===== src/source/fetch_pkg.sv =====
////////////////////////////////////////////////////////////////////////////
// shared definitions for the instruction fetch front end
// cache geometry is fixed here: 32 lines of 8 bytes, direct mapped
// changing line_bytes or num_lines also reshapes the address union
// only bus_none and bus_load are ever driven by the fetch unit
// a memory tag of zero means refused or no data
////////////////////////////////////////////////////////////////////////////

package fetch_pkg;

	// word width for addresses and instructions
	localparam int xlen = 32;

	// cache geometry
	localparam int line_bytes = 8;
	localparam int num_lines = 32;
	localparam int line_bits = line_bytes * 8;
	localparam int off_bits = $clog2(line_bytes);
	localparam int idx_bits = $clog2(num_lines);
	localparam int tag_bits = 8;
	// address bits above the tag, ignored by the cache
	localparam int high_bits = xlen - tag_bits - idx_bits - off_bits;

	// memory bus command, encoding as on the memory side
	typedef enum logic [1:0] {
		bus_none  = 2'h0,
		bus_load  = 2'h1,
		bus_store = 2'h2
	} mem_cmd_t;

	// transaction tag, zero is reserved
	typedef logic [3:0] mem_tag_t;
	localparam mem_tag_t tag_none = 4'h0;

	// fetch address, seen as a pc word or as cache fields
	typedef union packed {
		logic [xlen-1:0] word;
		struct packed {
			logic [high_bits-1:0] high;
			logic [tag_bits-1:0]  tag;
			logic [idx_bits-1:0]  index;
			// bit 2 picks the instruction within the line
			logic [off_bits-1:0]  offset;
		} fields;
	} fetch_addr_t;

endpackage

===== src/source/cache_mem_if.sv =====
////////////////////////////////////////////////////////////////////////////
// link between the icache controller and the cache storage
// read side has no handshake, hit is valid in the same cycle
// wr_en is a single-cycle pulse, the write lands at the next edge
////////////////////////////////////////////////////////////////////////////

`timescale 1ns/10ps

interface cache_mem_if import fetch_pkg::*; ();

	// lookup, driven by the controller
	logic [idx_bits-1:0]  rd_idx;
	logic [tag_bits-1:0]  rd_tag;

	// lookup result, driven by the storage
	logic [line_bits-1:0] rd_data;
	logic                 rd_hit;

	// line fill from the controller
	logic                 wr_en;
	logic [idx_bits-1:0]  wr_idx;
	logic [tag_bits-1:0]  wr_tag;
	logic [line_bits-1:0] wr_data;

	// controller side
	modport ctrl (
		output rd_idx, rd_tag, wr_en, wr_idx, wr_tag, wr_data,
		input  rd_data, rd_hit
	);

	// storage side
	modport mem (
		input  rd_idx, rd_tag, wr_en, wr_idx, wr_tag, wr_data,
		output rd_data, rd_hit
	);

endinterface


===== src/source/fetch_unit.sv =====
////////////////////////////////////////////////////////////////////////////
// instruction fetch front end, top level
// fetch stage, icache controller and direct mapped cache storage
// memory bus uses plain strobes with tagged responses, loads only
// stall holds the pc, redirect loads a new pc at the next edge
////////////////////////////////////////////////////////////////////////////

`timescale 1ns/10ps

module fetch_unit import fetch_pkg::*; (
	input  logic                 clock,
	input  logic                 reset,

	// control from later stages
	input  logic                 stall,
	input  logic                 redirect_valid,
	input  logic [xlen-1:0]      redirect_pc,

	// memory bus
	input  mem_tag_t             mem2proc_response,
	input  mem_tag_t             mem2proc_tag,
	input  logic [line_bits-1:0] mem2proc_data,
	output mem_cmd_t             proc2mem_command,
	output logic [xlen-1:0]      proc2mem_addr,

	// fetched instruction
	output logic                 fetch_valid,
	output logic [xlen-1:0]      fetch_pc,
	output logic [xlen-1:0]      fetch_inst
);

	// fetch stage to controller
	fetch_addr_t          fetch_addr;
	logic [line_bits-1:0] line_data;
	logic                 line_valid;

	// controller to storage
	cache_mem_if cmem ();

	// pc and instruction select
	if_stage if_stage_inst (
		.clock          (clock),
		.reset          (reset),
		.stall          (stall),
		.redirect_valid (redirect_valid),
		.redirect_pc    (redirect_pc),
		.line_data      (line_data),
		.line_valid     (line_valid),
		.fetch_addr     (fetch_addr),
		.fetch_valid    (fetch_valid),
		.fetch_pc       (fetch_pc),
		.fetch_inst     (fetch_inst)
	);

	// hit check and miss handling
	icache_ctrl icache_ctrl_inst (
		.clock             (clock),
		.reset             (reset),
		.fetch_addr        (fetch_addr),
		.line_data         (line_data),
		.line_valid        (line_valid),
		.mem2proc_response (mem2proc_response),
		.mem2proc_tag      (mem2proc_tag),
		.mem2proc_data     (mem2proc_data),
		.proc2mem_command  (proc2mem_command),
		.proc2mem_addr     (proc2mem_addr),
		.cmem              (cmem.ctrl)
	);

	// line storage
	icache_mem icache_mem_inst (
		.clock (clock),
		.reset (reset),
		.cmem  (cmem.mem)
	);

endmodule


===== src/source/if_stage.sv =====
////////////////////////////////////////////////////////////////////////////
// fetch stage, holds the program counter
// redirect wins over stall and over a fetch in the same cycle
// the pc moves by 4 only after a cycle with fetch_valid high
// fetch outputs are combinational from the pc and the cache line
////////////////////////////////////////////////////////////////////////////

`timescale 1ns/10ps

module if_stage import fetch_pkg::*; (
	input  logic                 clock,
	input  logic                 reset,

	// control
	input  logic                 stall,
	input  logic                 redirect_valid,
	input  logic [xlen-1:0]      redirect_pc,

	// cache side
	input  logic [line_bits-1:0] line_data,
	input  logic                 line_valid,
	output fetch_addr_t          fetch_addr,

	// fetched instruction
	output logic                 fetch_valid,
	output logic [xlen-1:0]      fetch_pc,
	output logic [xlen-1:0]      fetch_inst
);

	// program counter
	logic [xlen-1:0] pc;
	logic [xlen-1:0] next_pc;

	// cache looks up the current pc
	assign fetch_addr.word = pc;

	// valid only on a hit with no stall and no redirect
	assign fetch_valid = line_valid && !stall && !redirect_valid;

	assign fetch_pc = pc;

	// offset bit 2 picks the high word of the line
	always_comb begin
		if (fetch_addr.fields.offset[2]) begin
			fetch_inst = line_data[line_bits-1:xlen];
		end else begin
			fetch_inst = line_data[xlen-1:0];
		end
	end

	////////////////////////////////////////////////////////////////////////////
	// pc update
	////////////////////////////////////////////////////////////////////////////

	// redirect, then advance, else hold
	always_comb begin
		next_pc = pc;
		if (redirect_valid) begin
			next_pc = redirect_pc;
		end else if (fetch_valid) begin
			next_pc = pc + 32'd4;
		end
	end

	always_ff @(posedge clock) begin
		if (reset) begin
			pc <= '0;
		end else begin
			pc <= next_pc;
		end
	end

endmodule


===== src/source/icache_ctrl.sv =====
////////////////////////////////////////////////////////////////////////////
// instruction cache controller, one outstanding miss at a time
// a miss with nothing pending drives bus_load with the line address
// a zero response means refused, the request repeats next cycle
// the fill happens when the returning tag matches the saved one
// no request goes out in the first cycle after reset
////////////////////////////////////////////////////////////////////////////

`timescale 1ns/10ps

module icache_ctrl import fetch_pkg::*; (
	input  logic                 clock,
	input  logic                 reset,

	// fetch side
	input  fetch_addr_t          fetch_addr,
	output logic [line_bits-1:0] line_data,
	output logic                 line_valid,

	// memory bus
	input  mem_tag_t             mem2proc_response,
	input  mem_tag_t             mem2proc_tag,
	input  logic [line_bits-1:0] mem2proc_data,
	output mem_cmd_t             proc2mem_command,
	output logic [xlen-1:0]      proc2mem_addr,

	// cache storage
	cache_mem_if.ctrl            cmem
);

	// request allowed once reset has passed
	logic                armed;

	// a transaction is in flight
	logic                busy;

	// accepted tag and the line it belongs to
	mem_tag_t            pend_tag;
	logic [idx_bits-1:0] miss_idx;
	logic [tag_bits-1:0] miss_tag;

	// bus events this cycle
	logic                accept;
	logic                fill;

	////////////////////////////////////////////////////////////////////////////
	// lookup
	////////////////////////////////////////////////////////////////////////////

	// index and tag from the field view of the address
	assign cmem.rd_idx = fetch_addr.fields.index;
	assign cmem.rd_tag = fetch_addr.fields.tag;

	assign line_data = cmem.rd_data;
	assign line_valid = cmem.rd_hit;

	////////////////////////////////////////////////////////////////////////////
	// miss request
	////////////////////////////////////////////////////////////////////////////

	// load on a miss, only with nothing outstanding
	always_comb begin
		proc2mem_command = bus_none;
		if (armed && !busy && !cmem.rd_hit) begin
			proc2mem_command = bus_load;
		end
	end

	// line aligned address
	assign proc2mem_addr = {fetch_addr.word[xlen-1:off_bits], {off_bits{1'b0}}};

	// memory took the request when the response is nonzero
	assign accept = (proc2mem_command == bus_load) && (mem2proc_response != tag_none);

	// data for our transaction is on the bus
	assign fill = busy && (mem2proc_tag == pend_tag);

	// outstanding state
	always_ff @(posedge clock) begin
		if (reset) begin
			armed <= 1'b0;
			busy <= 1'b0;
		end else begin
			armed <= 1'b1;
			if (accept) begin
				busy <= 1'b1;
			end else if (fill) begin
				busy <= 1'b0;
			end
		end
	end

	// saved tag and miss location, only read while busy
	always_ff @(posedge clock) begin
		if (accept) begin
			pend_tag <= mem2proc_response;
			miss_idx <= fetch_addr.fields.index;
			miss_tag <= fetch_addr.fields.tag;
		end
	end

	////////////////////////////////////////////////////////////////////////////
	// line fill
	////////////////////////////////////////////////////////////////////////////

	// one cycle write straight from the bus
	assign cmem.wr_en = fill;
	assign cmem.wr_idx = miss_idx;
	assign cmem.wr_tag = miss_tag;
	assign cmem.wr_data = mem2proc_data;

endmodule


===== src/source/icache_mem.sv =====
////////////////////////////////////////////////////////////////////////////
// direct mapped instruction cache storage, 32 lines of 64 bits
// read and hit compare are combinational
// a fill writes data, tag and valid bit at the clock edge
// reset clears only the valid bits, data and tags come up unknown
////////////////////////////////////////////////////////////////////////////

`timescale 1ns/10ps

module icache_mem import fetch_pkg::*; (
	input logic       clock,
	input logic       reset,
	cache_mem_if.mem  cmem
);

	// line data and tags
	logic [line_bits-1:0] data [num_lines];
	logic [tag_bits-1:0]  tags [num_lines];

	// one valid bit per line
	logic [num_lines-1:0] valid;

	// stored entry at the lookup index
	logic [tag_bits-1:0]  stored_tag;
	logic                 stored_valid;

	////////////////////////////////////////////////////////////////////////////
	// lookup
	////////////////////////////////////////////////////////////////////////////

	always_comb begin
		stored_tag = tags[cmem.rd_idx];
		stored_valid = valid[cmem.rd_idx];
	end

	// hit needs a valid line and a matching tag
	assign cmem.rd_hit = stored_valid && (stored_tag == cmem.rd_tag);

	// data goes out even on a miss, the hit qualifies it
	assign cmem.rd_data = data[cmem.rd_idx];

	////////////////////////////////////////////////////////////////////////////
	// fill
	////////////////////////////////////////////////////////////////////////////

	// valid bits, cleared on reset
	always_ff @(posedge clock) begin
		if (reset) begin
			valid <= '0;
		end else if (cmem.wr_en) begin
			valid[cmem.wr_idx] <= 1'b1;
		end
	end

	// payload, no reset
	always_ff @(posedge clock) begin
		if (cmem.wr_en) begin
			data[cmem.wr_idx] <= cmem.wr_data;
			tags[cmem.wr_idx] <= cmem.wr_tag;
		end
	end

endmodule


===== config.mk =====
export PLATFORM = sky130hd
export DESIGN_NAME = fetch_unit
export DESIGN_NICKNAME = d
export VERILOG_FILES = /design/src/source/fetch_pkg.sv /design/src/source/cache_mem_if.sv /design/src/source/fetch_unit.sv /design/src/source/if_stage.sv /design/src/source/icache_ctrl.sv /design/src/source/icache_mem.sv
export SDC_FILE = /design/constraint.sdc
export NUM_CORES = 2
export LEC_CHECK = 0
export ABC_CLOCK_PERIOD_IN_PS = 7050
export BUFFER_PORTS_ARGS = -buffer_cell sky130_fd_sc_hd__buf_2
export CELL_PAD_IN_SITES_DETAIL_PLACEMENT = 1
export CELL_PAD_IN_SITES_GLOBAL_PLACEMENT = 1
export CORE_UTILIZATION = 35
export DETAILED_ROUTE_END_ITERATION = 10
export GPL_ROUTABILITY_DRIVEN = 0
export HOLD_SLACK_MARGIN = 0.06
export PLACE_DENSITY_LB_ADDON = 0.1
export SYNTH_ARGS = -nofsm -noshare
export SYNTH_HDL_FRONTEND = slang
export SYNTH_SLANG_ARGS = --single-unit
export TNS_END_PERCENT = 30

===== constraint.sdc =====
create_clock -name clock -period 7.05 [get_ports clock]
set_clock_uncertainty 0.2 [all_clocks]
set_input_delay 1.7625 -clock clock [delete_from_list [all_inputs] [get_ports clock]]
set_output_delay 1.7625 -clock clock [all_outputs]
set_load 0.01 [all_outputs]

==> metrics.cfg <==
[outcome]
outcome=finished clean

[clock_network]
cts_max_level=5
cts_resized=0
clk_latency_ps=920
cts_sinks=2392
root_buffer=clkbuf_16
cts_setup_buffers=0
clk_pin_slew_ps=60
cts_tree=yes
clockBufferDepth=4
ctsHoldBuffers=0
cts_made_buffers=286

[sta]
setup_ws_ps=437.4
finalSetupViolations=0
finalHoldViolCount=0
max_slew.worst_pin.slew_ps=1058
fin_crit_sh_pct=93.80
final-max-slew-violation-count=0
fmax_ghz=0.1512
min_period_ps=6613
slew_headroom_pct=28.84
tns_ps=0
rsz0062_at_grt=no

[setup_path]
crit_path_cell_trace=mux4_2 > mux4_2 > mux2i_1 > xnor2_1 > nor4_2 > buf_4 > and3_1 > and2_1 > buf_2
worstSetupPathType=reg2out
cp_num_buf_inv=2
critPathMaxFanout=32
crit_path_max_incr_delay_ps=890
required_ps=5090
start_kind=register
cpLargestDelayFamily=multiplexers
crit_top_cell=mux4_2
critical_path.slowest_cell=dfxtp_4
arrival_ps=4650
crit_path_end_kind=primary output

[global_routing]
met1_usage_pct=26.47
grt_pass1_vias=45643
use_met2_pct=33.60
grt_pass1_wl_mm=362.6
met3_usage_pct=2.603
grt_overflow_total=0
grt_start_max_net_pins=139
antenna_found_initial=26
grt_usage_pct=19.57
grt_busiest_layer=met2

[layout]
fin_util_pct=40.74
syn_to_final_growth_pct=15.65
num-nets-final=4337
layout.cells.non_filler=7914
final_area_um2=105900
layout-drive-gt1-share_pct=32.16

[floorplanning]
rows=187
io-pin-count=207
die_y_um=513.5
core_area_um2=259900
die-area_um2=263700
start_util_pct=35.22
die_w_um=513.5

[routing]
first_pass_iters=7
drt_wl_total_mm=257.2
drtIter0Drc=3451
drc=0
ant_nets=0
routedWlPerCell_um=32.50
viasPerCell=5.396
vias=42706

[logic_synthesis]
netlist_area_um2=91560
yosys.area.top_type=edfxtp_1
ys_async_sr_fraction_pct=0
synth_enable_flop_cells=2321
synthFlopType=edfxtp_1
yosysSeqAreaShare_pct=77.67
postSynthCellCount=3858
synth_top_area_share_pct=76.12
synth.most_common_cell=edfxtp_1
synth_seq_cells=2392
yosys_warnings=0
synthTopCellsByCount=2,321 x edfxtp_1, 707 x mux4_2, 108 x clkbuf_1, 101 x mux2i_1, 84 x nor2_1
synthDistinctLibCells=54
yosys-top-cells-area=edfxtp_1 76%, mux4_2 17%, dfxtp_1 1.6%
avgSynthCellArea_um2=23.73

[place]
numPortBuffers=202
place_area_um2=97600
place_ws_ps=1223
dp.final_hpwl_mm=125.9
placedCellCount=7436

[pwr]
ir_drop_mv=0.2834
p_leak_nw=32.37
powerDensity_nw_per_um2=289.8

[flow_run]
cap_violations=0

[min_path]
hold_path_class=reg2reg

flip-flops by register name (all words and copies together) (netlist names), named ones only:
signal / flops
icache_mem_inst.data: 2048
icache_mem_inst.tags: 256
icache_mem_inst.valid: 32
if_stage_inst.fetch_addr: 32
icache_ctrl_inst.cmem.wr_tag: 8
icache_ctrl_inst.cmem.wr_idx: 5
icache_ctrl_inst.pend_tag: 4
icache_ctrl_inst.armed: 1
icache_ctrl_inst.busy: 1
worst paths after layout:
| path | start | endpoint | slack, ps | cells past startpoint |
|---|---|---|---|---|
| setup / recovery | register | fetch_valid | 440 | 9 |
| hold / removal | icache_mem_inst.valid[21]$_SDFFE_PP0P_ | icache_mem_inst.valid[21]$_SDFFE_PP0P_ | 260 | 1 |
| setup reg to reg | register | if_stage_inst.fetch_addr[27]$_SDFFE_PP0P_ | 2450 | 8 |
| hold reg to reg | icache_mem_inst.valid[21]$_SDFFE_PP0P_ | icache_mem_inst.valid[21]$_SDFFE_PP0P_ | 260 | 1 |
kinds of logic after synthesis:
group	after synthesis	synth area share (%)
multiplexers	810	18.52
flip-flops	2392	77.67
adder cells (fa/ha/maj)	1	0.01366
AND/OR/NAND/NOR	272	1.513
buffers and inverters	249	1.198
XOR/XNOR	19	0.1817
other	1	0.004096
AO/OA/AOI/OAI	114	0.8978
layout by cell type, fill, tap and decap left out, drive strengths merged, types with 11 or more instances in the layout:
cell type / instances
a211oi: 11
a21oi: 15
a22oi: 25
and3: 14
buf: 321
clkbuf: 370
clkinv: 90
dfxtp: 71
edfxtp: 2321
inv: 13
mux2i: 101
mux4: 707
nand2: 50
nand3: 29
nand4: 27
nor2: 84
nor2b: 11
nor4: 14
o21a: 23
xor2: 12
cell type report:
| class | instances | area [um^2] |
|---|---|---|
| multi-input combinational | 1220 | 19610 |
| timing repair buffer | 321 | 2442 |
| clock inverter | 105 | 651.9 |
| sequential | 2392 | 71140 |
| inverter | 7 | 33.78 |
| antenna | 3 | 7.507 |
| tap | 3496 | 4374 |
| fill | 23948 | 154100 |
| clock buffer | 370 | 7630 |
layer usage:
metal | vias up | part of all wire, %
li1 | 17328 | -
met1 | 24146 | 43
met2 | 844 | 51
met3 | 382 | 3.4
met4 | 6 | 1.9
met5 | - | 0.012
per-stage QoR:
stage,hold WS [ps],total power [mW]
2_1_floorplan,234.8,16.99
3_3_place_gp,244.0,17.64
3_5_place_dp,253.0,17.66
4_1_cts,266.7,31.12
5_1_grt,278.7,31.67
6_report,261.8,30.69
power by group:
group,switching [mW],internal (mW)
Clock,5.59,7.79
Sequential,0.107,15.6
Combinational,0.865,0.704
Note: power is estimated with default switching activity, not from simulation.
